## src/verilog/rv_isa_pkg.sv

```systemverilog
package rv_isa_pkg;

    // raw instruction word as fetched from memory
    typedef logic [31:0] instr_t;

    // major opcode, bits [6:0]
    typedef logic [6:0] opcode_t;

    // funct7 field, bits [31:25]
    typedef logic [6:0] funct7_t;

    localparam opcode_t OP_JAL    = 7'b1101111;
    localparam opcode_t OP_JALR   = 7'b1100111;
    localparam opcode_t OP_BRANCH = 7'b1100011;
    localparam opcode_t OP_REG    = 7'b0110011;  // R-type alu, also mul/div

    // M extension marker on R-type ops
    localparam funct7_t FUNCT7_MULDIV = 7'b0000001;

endpackage

```

## src/verilog/fetch_pkg.sv

```systemverilog
package fetch_pkg;

    // byte address on the fetch bus
    typedef logic [31:0] addr_t;

    // what follows an issued instruction
    typedef enum logic [1:0] {
        NK_SEQ      = 2'd0,
        NK_JUMP     = 2'd1,
        NK_REDIRECT = 2'd2,   // jalr / branch, target from execute
        NK_MULDIV   = 2'd3
    } next_kind_e;

    typedef enum logic [2:0] {
        SQ_IDLE     = 3'd0,
        SQ_FETCH    = 3'd1,
        SQ_ISSUE    = 3'd2,
        SQ_REDIRECT = 3'd3,
        SQ_MULDIV   = 3'd4
    } seq_state_e;

    typedef enum logic {
        WB_IDLE = 1'b0,
        WB_BUS  = 1'b1
    } wb_state_e;

    localparam addr_t PC_STEP = 32'd4;

endpackage

```

## src/verilog/fetch_ifs.sv

```systemverilog
`timescale 1ns/100ps

// one outstanding fetch between sequencer and bus master
interface fetch_req_if;
    logic                req;        // single-cycle pulse
    fetch_pkg::addr_t    pc;
    logic                rsp_valid;  // single-cycle pulse
    rv_isa_pkg::instr_t  rsp_word;

    modport seq (
        output req,
        output pc,
        input  rsp_valid,
        input  rsp_word
    );

    modport bus (
        input  req,
        input  pc,
        output rsp_valid,
        output rsp_word
    );
endinterface

// handoff of a fetched word to issue, and its next-pc report back
interface pc_update_if;
    logic                   load;
    fetch_pkg::addr_t       load_pc;
    rv_isa_pkg::instr_t     load_word;
    logic                   taken;
    fetch_pkg::next_kind_e  kind;
    fetch_pkg::addr_t       jump_target;  // only meaningful for NK_JUMP

    modport issue (
        input  load,
        input  load_pc,
        input  load_word,
        output taken,
        output kind,
        output jump_target
    );

    modport seq (
        output load,
        output load_pc,
        output load_word,
        input  taken,
        input  kind,
        input  jump_target
    );
endinterface

```

## src/verilog/wb_fetch_master.sv

```systemverilog
`timescale 1ns/100ps

module wb_fetch_master (
    input  logic               clk,
    input  logic               rst_n,
    fetch_req_if.bus           fetch,
    output logic               wb_cyc,
    output logic               wb_stb,
    output fetch_pkg::addr_t   wb_adr,
    input  rv_isa_pkg::instr_t wb_dat_i,
    input  logic               wb_ack
);

    fetch_pkg::wb_state_e state;
    fetch_pkg::addr_t     adr_q;
    rv_isa_pkg::instr_t   word_q;
    logic                 rsp_q;

    always_ff @(posedge clk or negedge rst_n) begin
        if (!rst_n) begin
            state <= fetch_pkg::WB_IDLE;
            rsp_q <= 1'b0;
        end else begin
            rsp_q <= 1'b0;
            case (state)
                fetch_pkg::WB_IDLE: begin
                    if (fetch.req) begin
                        state <= fetch_pkg::WB_BUS;
                    end
                end
                fetch_pkg::WB_BUS: begin
                    if (wb_ack) begin
                        state <= fetch_pkg::WB_IDLE;
                        rsp_q <= 1'b1;
                    end
                end
                default: state <= fetch_pkg::WB_IDLE;
            endcase
        end
    end

    // address and data path
    always_ff @(posedge clk) begin
        if (state == fetch_pkg::WB_IDLE && fetch.req) begin
            adr_q <= fetch.pc;
        end
        if (state == fetch_pkg::WB_BUS && wb_ack) begin
            word_q <= wb_dat_i;   // sampled on the ack cycle
        end
    end

    // classic cycle, cyc and stb move together
    assign wb_cyc = (state == fetch_pkg::WB_BUS);
    assign wb_stb = (state == fetch_pkg::WB_BUS);
    assign wb_adr = adr_q;

    assign fetch.rsp_valid = rsp_q;
    assign fetch.rsp_word  = word_q;

    // slave may stall, master must hold the request
    stb_held_until_ack: assert property (
        @(posedge clk) disable iff (!rst_n)
        (wb_stb && !wb_ack) |=> (wb_stb && $stable(wb_adr))
    ) else $error("wb_stb or wb_adr changed before wb_ack");

endmodule

```

## src/verilog/pc_sequencer.sv

```systemverilog
`timescale 1ns/100ps

module pc_sequencer #(
    parameter fetch_pkg::addr_t RESET_VECTOR = 32'h8000_0000
) (
    input  logic             clk,
    input  logic             rst_n,
    fetch_req_if.seq         fetch,
    pc_update_if.seq         upd,
    input  logic             redirect_valid,
    input  fetch_pkg::addr_t redirect_pc,
    input  logic             md_done
);

    fetch_pkg::seq_state_e state;
    fetch_pkg::seq_state_e state_nxt;
    fetch_pkg::addr_t      pc;
    fetch_pkg::addr_t      pc_nxt;
    logic                  go;       // start a fetch on the next cycle
    logic                  req_q;
    logic                  pending;  // fetch issued, word not back yet

    always_comb begin
        state_nxt = state;
        pc_nxt    = pc;
        go        = 1'b0;
        case (state)
            fetch_pkg::SQ_IDLE: begin
                state_nxt = fetch_pkg::SQ_FETCH;
                go        = 1'b1;
            end
            fetch_pkg::SQ_FETCH: begin
                if (fetch.rsp_valid) begin
                    state_nxt = fetch_pkg::SQ_ISSUE;
                end
            end
            fetch_pkg::SQ_ISSUE: begin
                // hold here while downstream stalls
                if (upd.taken) begin
                    case (upd.kind)
                        fetch_pkg::NK_SEQ: begin
                            pc_nxt    = pc + fetch_pkg::PC_STEP;
                            state_nxt = fetch_pkg::SQ_FETCH;
                            go        = 1'b1;
                        end
                        fetch_pkg::NK_JUMP: begin
                            pc_nxt    = upd.jump_target;
                            state_nxt = fetch_pkg::SQ_FETCH;
                            go        = 1'b1;
                        end
                        fetch_pkg::NK_REDIRECT: state_nxt = fetch_pkg::SQ_REDIRECT;
                        fetch_pkg::NK_MULDIV:   state_nxt = fetch_pkg::SQ_MULDIV;
                    endcase
                end
            end
            fetch_pkg::SQ_REDIRECT: begin
                if (redirect_valid) begin
                    pc_nxt    = redirect_pc;
                    state_nxt = fetch_pkg::SQ_FETCH;
                    go        = 1'b1;
                end
            end
            fetch_pkg::SQ_MULDIV: begin
                if (md_done) begin
                    pc_nxt    = pc + fetch_pkg::PC_STEP;  // pc held until unit finishes
                    state_nxt = fetch_pkg::SQ_FETCH;
                    go        = 1'b1;
                end
            end
            default: state_nxt = fetch_pkg::SQ_IDLE;
        endcase
    end

    always_ff @(posedge clk or negedge rst_n) begin
        if (!rst_n) begin
            state   <= fetch_pkg::SQ_IDLE;
            pc      <= RESET_VECTOR;
            req_q   <= 1'b0;
            pending <= 1'b0;
        end else begin
            state <= state_nxt;
            pc    <= pc_nxt;
            req_q <= go;
            if (req_q) begin
                pending <= 1'b1;
            end else if (fetch.rsp_valid) begin
                pending <= 1'b0;
            end
        end
    end

    assign fetch.req = req_q;
    assign fetch.pc  = pc;

    // word goes straight to issue with the pc it came from
    assign upd.load      = fetch.rsp_valid;
    assign upd.load_pc   = pc;
    assign upd.load_word = fetch.rsp_word;

    redirect_in_wait: assert property (
        @(posedge clk) disable iff (!rst_n)
        redirect_valid |-> (state == fetch_pkg::SQ_REDIRECT)
    ) else $error("redirect_valid outside SQ_REDIRECT");

    md_done_in_wait: assert property (
        @(posedge clk) disable iff (!rst_n)
        md_done |-> (state == fetch_pkg::SQ_MULDIV)
    ) else $error("md_done outside SQ_MULDIV");

    single_outstanding: assert property (
        @(posedge clk) disable iff (!rst_n)
        fetch.req |-> !pending
    ) else $error("fetch request while a response is pending");

endmodule

```

## src/verilog/instr_issue.sv

```systemverilog
`timescale 1ns/100ps

module instr_issue (
    input  logic               clk,
    input  logic               rst_n,
    pc_update_if.issue         upd,
    output logic               inst_valid,
    input  logic               inst_ready,
    output fetch_pkg::addr_t   inst_pc,
    output rv_isa_pkg::instr_t inst_word
);

    rv_isa_pkg::instr_t  word_q;
    fetch_pkg::addr_t    pc_q;
    logic                valid_q;
    logic                taken_q;
    rv_isa_pkg::opcode_t opcode;
    rv_isa_pkg::funct7_t funct7;
    fetch_pkg::addr_t    j_imm;

    always_ff @(posedge clk or negedge rst_n) begin
        if (!rst_n) begin
            valid_q <= 1'b0;
            taken_q <= 1'b0;
        end else begin
            taken_q <= valid_q && inst_ready;  // one cycle after transfer
            if (upd.load) begin
                valid_q <= 1'b1;
            end else if (valid_q && inst_ready) begin
                valid_q <= 1'b0;
            end
        end
    end

    always_ff @(posedge clk) begin
        if (upd.load) begin
            word_q <= upd.load_word;
            pc_q   <= upd.load_pc;
        end
    end

    // predecode, word_q still holds on the taken cycle
    assign opcode = word_q[6:0];
    assign funct7 = word_q[31:25];
    assign j_imm  = {{12{word_q[31]}}, word_q[19:12], word_q[20], word_q[30:21], 1'b0};

    always_comb begin
        case (opcode)
            rv_isa_pkg::OP_JAL:    upd.kind = fetch_pkg::NK_JUMP;
            rv_isa_pkg::OP_JALR,
            rv_isa_pkg::OP_BRANCH: upd.kind = fetch_pkg::NK_REDIRECT;
            rv_isa_pkg::OP_REG: begin
                if (funct7 == rv_isa_pkg::FUNCT7_MULDIV) begin
                    upd.kind = fetch_pkg::NK_MULDIV;
                end else begin
                    upd.kind = fetch_pkg::NK_SEQ;
                end
            end
            default: upd.kind = fetch_pkg::NK_SEQ;
        endcase
    end

    assign upd.jump_target = pc_q + j_imm;
    assign upd.taken       = taken_q;

    assign inst_valid = valid_q;
    assign inst_pc    = pc_q;
    assign inst_word  = word_q;

    // stalled instruction must not move under the consumer
    hold_while_stalled: assert property (
        @(posedge clk) disable iff (!rst_n)
        (inst_valid && !inst_ready) |=>
            (inst_valid && $stable(inst_word) && $stable(inst_pc))
    ) else $error("instruction changed while inst_ready low");

endmodule

```

## src/verilog/fetch_top.sv

```systemverilog
`timescale 1ns/100ps

module fetch_top #(
    parameter fetch_pkg::addr_t RESET_VECTOR = 32'h8000_0000
) (
    input  logic               clk,
    input  logic               rst_n,
    // wishbone fetch port, read only
    output logic               wb_cyc,
    output logic               wb_stb,
    output fetch_pkg::addr_t   wb_adr,
    input  rv_isa_pkg::instr_t wb_dat_i,
    input  logic               wb_ack,
    // downstream stage
    output logic               inst_valid,
    input  logic               inst_ready,
    output fetch_pkg::addr_t   inst_pc,
    output rv_isa_pkg::instr_t inst_word,
    // from execute
    input  logic               redirect_valid,
    input  fetch_pkg::addr_t   redirect_pc,
    input  logic               md_done
);

    fetch_req_if fetch_bus ();
    pc_update_if pc_upd ();

    wb_fetch_master u_wb_master (
        .clk      (clk),
        .rst_n    (rst_n),
        .fetch    (fetch_bus.bus),
        .wb_cyc   (wb_cyc),
        .wb_stb   (wb_stb),
        .wb_adr   (wb_adr),
        .wb_dat_i (wb_dat_i),
        .wb_ack   (wb_ack)
    );

    pc_sequencer #(
        .RESET_VECTOR (RESET_VECTOR)
    ) u_pc_seq (
        .clk            (clk),
        .rst_n          (rst_n),
        .fetch          (fetch_bus.seq),
        .upd            (pc_upd.seq),
        .redirect_valid (redirect_valid),
        .redirect_pc    (redirect_pc),
        .md_done        (md_done)
    );

    instr_issue u_issue (
        .clk        (clk),
        .rst_n      (rst_n),
        .upd        (pc_upd.issue),
        .inst_valid (inst_valid),
        .inst_ready (inst_ready),
        .inst_pc    (inst_pc),
        .inst_word  (inst_word)
    );

endmodule

```

## config.mk

```make
export PLATFORM = sky130hd
export DESIGN_NAME = fetch_top
export DESIGN_NICKNAME = d
export VERILOG_FILES = /design/src/verilog/rv_isa_pkg.sv /design/src/verilog/fetch_pkg.sv /design/src/verilog/fetch_ifs.sv /design/src/verilog/wb_fetch_master.sv /design/src/verilog/pc_sequencer.sv /design/src/verilog/instr_issue.sv /design/src/verilog/fetch_top.sv
export SDC_FILE = /design/constraint.sdc
export NUM_CORES = 1
export LEC_CHECK = 0
export ABC_AREA = 1
export BUFFER_PORTS_ARGS = -buffer_cell sky130_fd_sc_hd__buf_2
export CAP_MARGIN = 20
export CORE_ASPECT_RATIO = 1.75
export CORE_UTILIZATION = 35
export CTS_CLUSTER_SIZE = 20
export DETAILED_ROUTE_END_ITERATION = 6
export HOLD_SLACK_MARGIN = 0.1
export PLACE_DENSITY = 0.66
export SYNTH_ARGS = -nofsm -noshare
export SYNTH_HDL_FRONTEND = slang
export SYNTH_HIERARCHICAL = 1
export SYNTH_SLANG_ARGS = --single-unit
export TNS_END_PERCENT = 1
```

## constraint.sdc

```tcl
create_clock -name clk -period 3 [get_ports clk]
set_input_delay 0.3 -clock clk [delete_from_list [all_inputs] [get_ports clk]]
set_output_delay 0.3 -clock clk [all_outputs]
set_load 0.1 [all_outputs]
```

==> qor.txt, run 1 <==
Cell Area, Synth - 10100 um2
Critical path buffers and inverters - 2
Worst vdd ir - 0.000500 V
Commonest register cell after synthesis - edfxtp_1
Mux contribution to synthesized area - 0%
Slowest stage delay, CP - 0.74 ns
Clock buffer count from CTS - 17
Slew Viols, Final - 0
Worst setup margin - 0.386 ns
Layout cell share with drive strength beyond 1 - 20.3%
Library cells used by synthesis - 47
Reg clk slew, reported paths - 0.07 ns
LEAKAGE - 0.00573 uW
Layout Skew - 0.00698 ns
Pwr per Cell Area - 1130 nW/um2
Largest net degree at the start of global routing - 48
Via Count - 8327
Rel. slew slack - 34.7%
Post-synth EDFFs - 128
Initial drt markers - 415
Seq cells post-synth - 168
Die X - 130 um
Min cycle time layout - 2.61 ns
Antenna diodes - 0
MaxCap Viol Count - 0
Congestion Overflow GR - 0
# nets final - 1482
Clock H-tree levels - 4
Critical Path RT - 3.34 ns
Ys async rst share - 23.8%
Synth Area in Adders - 4.06%
FF-to-FF path depth - 10
Clock buffer depth - 2
Setup crit start kind - flip-flop
Largest family of logic cells by synthesized area - simple AND/OR/NAND/NOR gates
DR DRC count - 0
Slowest CP cell - nor2_4
TNS Setup - 0 ns
Register area share after synthesis - 48.2%
Worst r2r src - u_issue/inst_word[31]$_DFFE_PP_
Gate Count Post-Synth - 1227
DP Worst Slack - 0.419 ns
Largest area contributor in the netlist - edfxtp_1
Clock sink count - 168
Crit path cell chain - nor4_1 -> buf_4 -> nand3_1 -> o41ai_1 -> nand2_1 -> o21ai_4 -> nor2_4 -> nand4_1 -> o21ai_1 -> inv_1
Critical path class - reg2reg
Setup violators final - 0
Clock latency at the later pin of the worst-skew pair - 0.45 ns
Post-CTS sizing - 0
R2r setup slk - 0.39 ns
Drt pass-1 iters - 5
Final ANT Viol Nets - 0
Highest Clock Rate - 383 MHz
Period utilization - 87.1%
CTS tree - yes
Port Buffer Count - 168
Area delta synth->final - 17.7%
Yosys top cell area share - 38.2%
Core area - 28100 um2
Final wirelength - 29700 um
Hold path depth - 3
Cts hold-fix bufs - 35
Synth Area in Compound Gates - 5.50%
Dominant cells by area after synthesis - edfxtp_1 (38%), nand2_1 (14%), dfrtp_1 (9.7%)
Global-route wire length before repair - 44900 um
Die footprint - 29400 um2
RSZ-0062 raised after global routing - false
Avg Inst Size Synth - 8.20 um2
Final Hold Viols - 0
CP arrival - 2.96 ns
Worst Setup End Kind - flip-flop
Via density per instance - 4.72
Starting density of the core - 35.8%
WHS Endpoint - u_pc_seq/fetch.req$_DFF_PN0_
CP max FO - 41
Io pins - 169
Setup Buffers After CTS - 0
Vias in the first global route - 8310
Worst Tran Pin Value - 0.980 ns
Area share of xor/xnor cells in the synthesized design - 1.92%
Routability cong. - 0.971
Tot GR Track Use - 21.2%
Hold/Removal Path Class - in2reg
Worst path top cell family by delay - simple AND/OR/NAND/NOR gates
Status - completed
Simple-gate share of the synthesized area - 27.9%
HP Start - md_done
DP HPWL - 23400 um
R2r endpoint - u_pc_seq/fetch.pc[8]$_DFFE_PN0P_
Total power - 13400 uW
Chip Height - 226 um
Syn Nets - 1329
Synth warnings - 6
# rows - 81
CTS root buf - clkbuf_16
Routed length per instance - 16.8 um
Antenna violations before repair - 0
[where the power goes]
part	internal, uW	total, uW	switching (uW)
logic	1570	7020	5450
registers	3440	4190	753
clock network	1110	2160	1050
total	6130	13400	7250
[final cells by class]
type,instances,area [um2]
fillers,2858,16200
inverters,172,651
clock buffers,17,425
multi-input cells,805,3960
clock inverters,15,158
well taps,373,467
repair buffers,216,1330
flip-flops and latches,168,4850
[registers in the layout, summed over array words and instances (netlist names)]
name,cells
u_issue/inst_word,32
u_pc_seq/fetch.req,1
u_wb_master/wb_adr,32
u_issue/inst_pc,32
u_issue/upd.taken,1
u_issue/inst_valid,1
u_wb_master/fetch.rsp_valid,1
u_pc_seq/state,3
u_wb_master/fetch.rsp_word,32
u_wb_master/wb_cyc,1
u_pc_seq/fetch.pc,32
[worst reg2reg max path: stages (launching register included)]
cell,delay [ns]
edfxtp_1,0.60
nor4_1,0.10
buf_4,0.17
nand3_1,0.10
o41ai_1,0.16
nand2_1,0.17
o21ai_4,0.09
nor2_4,0.74
nand4_1,0.20
o21ai_1,0.13
inv_1,0.05
[metrics by stage]
stage                     hold slack [ns]  utilization [%]  cells  cell area (um2)
after global routing                0.149             42.2   1766            11800
after CTS                           0.125             42.2   1766            11800
after detailed placement            0.405             38.8   1699            10900
after floorplan                   0.00441                -   1227            10100
final                               0.143             42.2   1766            11800
after global placement              0.400             38.8   1699            10900
[worst max path at each step]
stage | from | endpoint | slack, ns | cells past startpoint
3_3_place_gp | u_issue/inst_word[31]$_DFFE_PP_ | u_pc_seq/fetch.pc[27]$_DFFE_PN0P_ | 0.44 | 13
3_5_place_dp | u_issue/inst_word[31]$_DFFE_PP_ | u_pc_seq/fetch.pc[27]$_DFFE_PN0P_ | 0.42 | 13
2_1_floorplan | u_issue/inst_word[6]$_DFFE_PP_ | u_pc_seq/fetch.pc[18]$_DFFE_PN0P_ | 0.18 | 9
6_report | u_issue/inst_word[31]$_DFFE_PP_ | u_pc_seq/fetch.pc[8]$_DFFE_PN0P_ | 0.39 | 10
5_1_grt | u_issue/inst_word[31]$_DFFE_PP_ | u_pc_seq/fetch.pc[8]$_DFFE_PN0P_ | 0.12 | 10
4_1_cts | u_issue/inst_word[31]$_DFFE_PP_ | u_pc_seq/fetch.pc[20]$_DFFE_PN0P_ | 0.39 | 10
[cells in the mapped netlist, types with 3 or more instances]
| cell | n |
|---|---|
| o21ai_1 | 8 |
| o21ai_0 | 10 |
| dfrtp_1 | 39 |
| a22oi_1 | 8 |
| nor3_1 | 9 |
| and2_1 | 3 |
| buf_2 | 5 |
| ha_1 | 31 |
| edfxtp_1 | 128 |
| nand2_2 | 16 |
| a31oi_1 | 6 |
| xor2_1 | 20 |
| nor2_2 | 18 |
| nor2_1 | 154 |
| nand2_4 | 3 |
| nand3_2 | 7 |
| inv_2 | 9 |
| buf_4 | 70 |
| buf_1 | 3 |
| o21bai_1 | 5 |
| nor2_4 | 3 |
| a21oi_1 | 31 |
| nand2_1 | 383 |
| nand3_1 | 57 |
| inv_1 | 162 |
| a21oi_2 | 5 |
| nand4_1 | 6 |
[metal layers]
layer | GRT usage (%) | wire [um] | up-vias
li1 | - | - | 4146
met1 | 20.1 | 10200 | 3846
met2 | 39.4 | 16100 | 250
met3 | 3.53 | 1230 | 85
met4 | 16.7 | 2140 | 0
met5 | 0 | 0 | -
[cells by family after synthesis]
kind of cell / Yosys count
and+or+nand+nor: 665
buffers and inverters: 254
DFF: 168
AOI/OAI and AO/OA: 86
adders and majority gates: 32
xor gates and xnor gates: 22
[cell usage in the layout, fill, tap and decap left out, types with 3 or more instances in the layout]
| master | Yosys | layout |
|---|---|---|
| nor2_1 | 154 | 154 |
| a21oi_1 | 31 | 31 |
| o21bai_1 | 5 | 5 |
| buf_12 | 1 | 3 |
| nand4_1 | 6 | 6 |
| nand2_1 | 383 | 383 |
| ha_1 | 31 | 31 |
| nor2_4 | 3 | 3 |
| buf_4 | 70 | 10 |
| o21ai_1 | 8 | 8 |
| dlygate4sd3_1 | 0 | 35 |
| dfrtp_1 | 39 | 38 |
| a22oi_1 | 8 | 8 |
| a21oi_2 | 5 | 5 |
| nand3_2 | 7 | 7 |
| inv_1 | 162 | 162 |
| buf_2 | 5 | 168 |
| clkbuf_16 | 0 | 17 |
| inv_2 | 9 | 9 |
| nand2_4 | 3 | 3 |
| inv_8 | 0 | 6 |
| nand3_1 | 57 | 57 |
| nand2_2 | 16 | 16 |
| edfxtp_1 | 128 | 128 |
| nor3_1 | 9 | 9 |
| inv_6 | 1 | 4 |
| clkinv_4 | 0 | 3 |
| a31oi_1 | 6 | 6 |
| xor2_1 | 20 | 20 |
| and2_1 | 3 | 3 |
| o21ai_0 | 10 | 10 |
| nor2_2 | 18 | 18 |
No activity file was read; power rests on OpenSTA's default activity.
==> inputs of run 2 (changes only) <==
--- a/config.mk
+++ b/config.mk
@@ -14,6 +14,7 @@
 export DETAILED_ROUTE_END_ITERATION = 6
 export HOLD_SLACK_MARGIN = 0.1
 export PLACE_DENSITY = 0.66
+export RECOVER_POWER = 50
 export SYNTH_ARGS = -nofsm -noshare
 export SYNTH_HDL_FRONTEND = slang
 export SYNTH_HIERARCHICAL = 1
==> qor.txt, run 2 (synthesized netlist as in run 1, its figures left out) <==
Status - finished, violations left
Failing checks - capacitance limit, slew limit
Antenna violations before repair - 0 (unchanged)
Worst Tran Pin Value - 2.37 ns (+1.39 ns)
DP HPWL - 23400 um (unchanged)
Clock sink count - 168 (unchanged)
Critical path buffers and inverters - 2 (unchanged)
Final ANT Viol Nets - 0 (unchanged)
Critical path class - reg2reg
Slowest stage delay, CP - 0.73 ns (about the same)
Clock buffer depth - 2 (unchanged)
CTS tree - yes
Via density per instance - 4.71 (-0.11%)
Clock latency at the later pin of the worst-skew pair - 0.44 ns (about the same)
CP arrival - 2.94 ns (-0.02 ns)
Clock H-tree levels - 4 (unchanged)
Global Route met2 Usage - 39.4% (unchanged)
Crit path cell chain - nor4_1 -> buf_4 -> nand3_1 -> o41ai_1 -> nand2_1 -> o21ai_4 -> nor2_4 -> nand4_1 -> o21ai_1 -> inv_1
Worst path top cell family by delay - simple AND/OR/NAND/NOR gates
Layout cell share with drive strength beyond 1 - 19.9% (-0.43 points)
TNS Setup - 0 ns (unchanged)
Most frequent cells in the layout - nand2_1 (383), buf_2 (165), inv_1 (162)
Global Route met3 Usage - 3.53% (unchanged)
Routed length per instance - 16.8 um (-0.18%)
Busiest layer in global routing - met2
Critical Path RT - 3.34 ns (about the same)
M1 GR Usage - 20.1% (unchanged)
RSZ-0062 raised after global routing - false
FF-to-FF path depth - 10 (unchanged)
Period utilization - 86.6% (-0.49 points)
Setup crit start kind - flip-flop
Worst r2r src - u_issue/inst_word[31]$_DFFE_PP_
Slowest CP cell - nor2_4
Core area - 28100 um2 (unchanged)
Die X - 130 um (unchanged)
Die footprint - 29400 um2 (unchanged)
Io pins - 169 (unchanged)
CP max FO - 41 (unchanged)
Worst vdd ir - 0.000498 V (-0.28%)
Rel. slew slack - -57.7% (-92 points)
Starting density of the core - 35.8% (unchanged)
R2r setup slk - 0.40 ns (about the same)
Reg clk slew, reported paths - 0.07 ns (about the same)
Hold/Removal Path Class - in2reg
DR DRC count - 0 (unchanged)
Worst Setup End Kind - flip-flop
Initial drt markers - 419 (+0.96%)
Placed Cells - 1699 (unchanged)
Slew Viols, Final - 74 (+74)
Hold path depth - 3 (unchanged)
Congestion Overflow GR - 0 (unchanged)
MaxCap Viol Count - 2 (+2)
Vias in the first global route - 8310 (unchanged)
Antenna diodes - 0 (unchanged)
Non-filler cells, final - 1766 (unchanged)
Global-route wire length before repair - 44900 um (unchanged)
Pwr per Cell Area - 1130 nW/um2 (about the same)
Min cycle time layout - 2.60 ns (-0.0148 ns)
Drt pass-1 iters - 4 (-1)
Setup violators final - 0 (unchanged)
WHS Endpoint - u_pc_seq/fetch.req$_DFF_PN0_
Port Buffer Count - 168 (unchanged)
Chip Height - 226 um (unchanged)
HP Start - md_done
Layout Skew - 0.00766 ns (+0.000683 ns)
Area delta synth->final - 17.4%
Final wirelength - 29600 um (-0.18%)
R2r endpoint - u_pc_seq/fetch.pc[8]$_DFFE_PN0P_
Largest net degree at the start of global routing - 48 (unchanged)
Worst hold margin - 0.145 ns (+0.00168 ns)
LEAKAGE - 0.00571 uW (-0.28%)
CTS root buf - clkbuf_16
Commonest non-fill, non-tap cell in the layout - nand2_1
Clock buffer count from CTS - 17 (unchanged)
Tot GR Track Use - 21.2% (unchanged)
Final Hold Viols - 0 (unchanged)
# rows - 81 (unchanged)
# nets final - 1482 (unchanged)
Via Count - 8318 (-0.11%)
Highest Clock Rate - 385 MHz (+0.57%)
Setup Buffers After CTS - 0 (unchanged)
Routability cong. - 0.971 (unchanged)
==> run 2: cell count changes in the layout (fill, tap and decap cells not counted), sizes merged <==
cell | before | now
buf | 181 | 176
clkbuf | 17 | 22
==> run 2: stage by stage <==
step | utilization (%) | setup WS, ns | total power [uW] | cell area [um2]
2_1_floorplan | - | 0.184 | 9860 | 10100
6_report | 42.1 | 0.401 | 13400 | 11800
4_1_cts | 42.2 | 0.389 | 13500 | 11800
5_1_grt | 42.1 | 0.0844 | 14100 | 11800
3_3_place_gp | 38.8 | 0.439 | 11200 | 10900
3_5_place_dp | 38.8 | 0.419 | 11200 | 10900
==> run 2: what timing repair did <==
action	in CTS	in global routing
hold buffers	35	0
endpoints found under the hold margin	74	0
gates resized for setup	0	0
==> run 2: cell type report <==
type,instances,area [um2]
Clock buffer,17,425
Fill cell,2865,16300
Clock inverter,15,158
Timing Repair Buffer,216,1300
Sequential cell,168,4850
Tap cell,373,467
Multi-Input combinational cell,805,3960
Inverter,172,651
==> run 2: worst reg2reg max path, cell delays in order (launching register included) <==
cell      delay (ns)
edfxtp_1        0.60
nor4_1          0.10
buf_4           0.17
nand3_1         0.10
o41ai_1         0.16
nand2_1         0.17
o21ai_4         0.09
nor2_4          0.73
nand4_1         0.20
o21ai_1         0.13
inv_1           0.05
==> run 2: how the worst max path moves through the flow <==
stage	start	cells after the start	slack, ns	end
after CTS	u_issue/inst_word[31]$_DFFE_PP_	10	0.39	u_pc_seq/fetch.pc[20]$_DFFE_PN0P_
after global placement	u_issue/inst_word[31]$_DFFE_PP_	13	0.44	u_pc_seq/fetch.pc[27]$_DFFE_PN0P_
after floorplan	u_issue/inst_word[6]$_DFFE_PP_	9	0.18	u_pc_seq/fetch.pc[18]$_DFFE_PN0P_
after detailed placement	u_issue/inst_word[31]$_DFFE_PP_	13	0.42	u_pc_seq/fetch.pc[27]$_DFFE_PN0P_
after global routing	rst_n	2	0.08	u_pc_seq/fetch.pc[4]$_DFFE_PN0P_
final	u_issue/inst_word[31]$_DFFE_PP_	10	0.40	u_pc_seq/fetch.pc[8]$_DFFE_PN0P_
==> run 2: power breakdown <==
part | switching (uW) | internal (uW) | leakage, uW
combinational | 5450 | 1560 | 0.00378
sequential | 750 | 3450 | 0.00164
clock | 1050 | 1110 | 0.000289
==> run 2: layer usage <==
metal	vias up	wire length, um
li1	4159	-
met1	3832	10200
met2	241	16100
met3	86	1120
met4	0	2140
met5	-	0
==> inputs of run 3 (changes only) <==
--- a/config.mk
+++ b/config.mk
@@ -5,7 +5,7 @@
 export SDC_FILE = /design/constraint.sdc
 export NUM_CORES = 1
 export LEC_CHECK = 0
-export ABC_AREA = 1
+export ABC_AREA = 0
 export BUFFER_PORTS_ARGS = -buffer_cell sky130_fd_sc_hd__buf_2
 export CAP_MARGIN = 20
 export CORE_ASPECT_RATIO = 1.75
==> qor.txt, run 3 <==
Die footprint - 26800 um2 (-8.9%)
FF-to-FF path depth - 12 (+2)
Final instance area - 11800 um2 (-0.36%)
Highest Clock Rate - 344 MHz (-11%)
Filler cell count - 2461 (-14%)
Congestion Overflow GR - 0 (unchanged)
Reg clk slew, reported paths - 0.07 ns (about the same)
Starting density of the core - 36.0% (+0.14 points)
Clock latency at the later pin of the worst-skew pair - 0.45 ns (about the same)
Rel. slew slack - -16.9% (+41 points)
Clock sink count - 168 (unchanged)
Chip Height - 216 um (-4.6%)
Gate Count Post-Synth - 836 (-32%)
Critical Path RT - 3.39 ns (+0.05 ns)
Drt pass-1 iters - 5 (+1)
WHS Endpoint - u_pc_seq/fetch.pc[2]$_DFFE_PN0P_
R2r setup slk - 0.09 ns (-0.31 ns)
Routed length per instance - 20.5 um (+22%)
Commonest non-fill, non-tap cell in the layout - buf_2
MaxCap Viol Count - 2 (unchanged)
Die X - 124 um (-4.6%)
DP HPWL - 21600 um (-7.9%)
CTS tree - yes
Commonest register cell after synthesis - edfxtp_1
Library cells used by synthesis - 85 (+81%)
Final wirelength - 28500 um (-3.8%)
Layout Skew - 0.00922 ns (+0.00156 ns)
# rows - 77 (-4.9%)
Layout cell share with drive strength beyond 1 - 33.4% (+14 points)
Non-filler cells, final - 1391 (-21%)
Cell Area, Synth - 9150 um2 (-9.1%)
Placed Cells - 1322 (-22%)
Global-route wire length before repair - 43400 um (-3.2%)
Hold/Removal Path Class - in2reg
Avg Inst Size Synth - 10.9 um2 (+33%)
Worst r2r src - u_issue/inst_word[21]$_DFFE_PP_
Pwr per Cell Area - 1100 nW/um2 (-2.5%)
Clock buffer depth - 2 (unchanged)
Worst Setup End Kind - flip-flop
Slew Viols, Final - 62 (-16%)
Tot GR Track Use - 21.4% (+0.20 points)
Final Hold Viols - 0 (unchanged)
Period utilization - 96.9% (+10 points)
Largest area contributor in the netlist - edfxtp_1
Synth warnings - 6 (unchanged)
Hold path depth - 3 (unchanged)
Worst vdd ir - 0.000427 V (-14%)
Final ANT Viol Nets - 0 (unchanged)
Min cycle time layout - 2.91 ns (+0.307 ns)
Critical path class - reg2reg
Most frequent cells in the layout - buf_2 (167), edfxtp_1 (128), buf_4 (100)
Largest net degree at the start of global routing - 46 (-4.2%)
Dominant cells by area after synthesis - edfxtp_1 (42%), dfrtp_1 (11%), buf_4 (5.7%)
Via Count - 7562 (-9.1%)
Register area share after synthesis - 53.0% (+4.8 points)
Status - finished, violations left
Most common library cells after synthesis - edfxtp_1 (128), buf_4 (70), nand2_1 (60)
RSZ-0062 raised after global routing - true
Setup crit start kind - flip-flop
Io pins - 169 (unchanged)
Yosys top cell area share - 42.0% (+3.8 points)
Post-synth EDFFs - 128 (unchanged)
Post-DP Area - 10600 um2 (-3.0%)
Ys async rst share - 23.8% (unchanged)
CP max FO - 4 (-90%)
# nets final - 1163 (-22%)
R2r endpoint - u_pc_seq/fetch.pc[31]$_DFFE_PN1P_
Port Buffer Count - 168 (unchanged)
CP arrival - 3.29 ns (+0.35 ns)
Initial drt markers - 482 (+15%)
Clock buffer count from CTS - 17 (unchanged)
Syn Nets - 938 (-29%)
CTS root buf - clkbuf_16
Worst Tran Pin Value - 1.75 ns (-0.612 ns)
HP Start - redirect_pc[2]
Via density per instance - 5.44 (+15%)
Most common cell in the synthesized netlist - edfxtp_1
Vias in the first global route - 7654 (-7.9%)
Antenna violations before repair - 1 (+1)
Failing checks - capacitance limit, slew limit
LEAKAGE - 0.00465 uW (-18%)
Clock H-tree levels - 4 (unchanged)
Area delta synth->final - 28.7%
Seq cells post-synth - 168 (unchanged)
DR DRC count - 0 (unchanged)
Core area - 25400 um2 (-9.4%)
Setup violators final - 0 (unchanged)
Routability cong. - 0.959 (-1.2%)
[run 3: cell count changes after synthesis, sizes merged, moves of 10 or more]
cell    change
clkbuf     +13
nand2     -342
a21oi      +23
nor3       +12
nor2      -116
inv       -153
o21ai      +46
xnor2      +19
nand2b     +10
nand3      -32
xor2       -14
buf        +11
[run 3: final cells by class]
| cell class | instances | area [um2] | share of cell area (%) |
|---|---|---|---|
| inverters | 19 | 71.3 | 0.606 |
| repair buffers | 312 | 2060 | 17.5 |
| clock buffers | 18 | 439 | 3.73 |
| diodes | 1 | 2.50 | 0.0213 |
| well taps | 316 | 395 | 3.36 |
| multi-input cells | 543 | 3760 | 32.0 |
| flip-flops and latches | 168 | 4850 | 41.2 |
| clock inverters | 14 | 188 | 1.59 |
[run 3: where the power goes]
group | internal [uW] | total, uW | switching [uW] | leakage, uW
logic | 2060 | 6640 | 4580 | 0.00268
registers | 3340 | 3990 | 647 | 0.00167
clock network | 1360 | 2360 | 1000 | 0.000303
[run 3: how the worst max path moves through the flow]
| stage | cells past startpoint | start | endpoint |
|---|---|---|---|
| after floorplan | 10 | u_issue/inst_word[31]$_DFFE_PP_ | u_pc_seq/fetch.pc[31]$_DFFE_PN1P_ |
| after global placement | 13 | u_issue/inst_word[25]$_DFFE_PP_ | u_pc_seq/fetch.pc[28]$_DFFE_PN0P_ |
| after detailed placement | 13 | u_issue/inst_word[25]$_DFFE_PP_ | u_pc_seq/fetch.pc[28]$_DFFE_PN0P_ |
| after CTS | 12 | u_issue/inst_pc[3]$_DFFE_PP_ | u_pc_seq/fetch.pc[29]$_DFFE_PN0P_ |
| after global routing | 14 | u_issue/inst_word[31]$_DFFE_PP_ | u_pc_seq/fetch.pc[28]$_DFFE_PN0P_ |
| final | 12 | u_issue/inst_word[21]$_DFFE_PP_ | u_pc_seq/fetch.pc[31]$_DFFE_PN1P_ |
[run 3: what timing repair did]
item,CTS,global route
endpoints found under the setup margin,1,22
buffers inserted,0,1
endpoints found under the hold margin,59,0
resized for setup,1,36
pin swaps,0,4
hold buffers,35,0
[run 3: per-layer routing]
metal | track usage (%) | vias to the layer above | part of all wire, %
li1 | - | 3550 | -
met1 | 22.2 | 3659 | 36
met2 | 39.6 | 274 | 54
met3 | 3.69 | 79 | 4.6
met4 | 13.3 | 0 | 5.5
met5 | 0 | - | 0
[run 3: kinds of logic (layout without fill, tap and decap cells)]
group / after synthesis / count (layout) / synth area share, %
muxes: 2 / 2 / 0.219
other: 0 / 1 / 0
xor gates and xnor gates: 27 / 27 / 2.59
adders and majority gates: 32 / 32 / 4.46
DFF: 168 / 168 / 53.0
buffers and inverters: 125 / 363 / 8.47
and+or+nand+nor: 244 / 244 / 14.1
AOI/OAI and AO/OA: 238 / 238 / 17.2
[run 3: through the flow]
| stage | setup slack [ns] | setup TNS, ns | power (uW) | utilization (%) | hold WS [ns] |
|---|---|---|---|---|---|
| global placement | 0.0709 | 0 | 10400 | 41.6 | 0.366 |
| floorplan | -0.298 | -1.88 | 8690 | - | 0.00441 |
| detailed placement | -0.0305 | -0.0305 | 10400 | 41.6 | 0.372 |
| finish | 0.0933 | 0 | 13000 | 46.3 | 0.161 |
| CTS | 0.0135 | 0 | 12900 | 45.4 | 0.129 |
| global route | -0.0349 | -0.0616 | 13600 | 46.3 | 0.156 |
[run 3: worst max-delay path: stages (launching register included)]
cell and delay [ns]:
edfxtp_1 0.40, ha_2 0.23, fa_2 0.36, a21o_2 0.24, a31oi_4 0.19, or4_4 0.18
a31oi_4 0.11, or4_1 0.41, nand3_1 0.10, nand2b_1 0.11, a21oi_1 0.08, o31a_1 0.30
o21ai_1 0.12
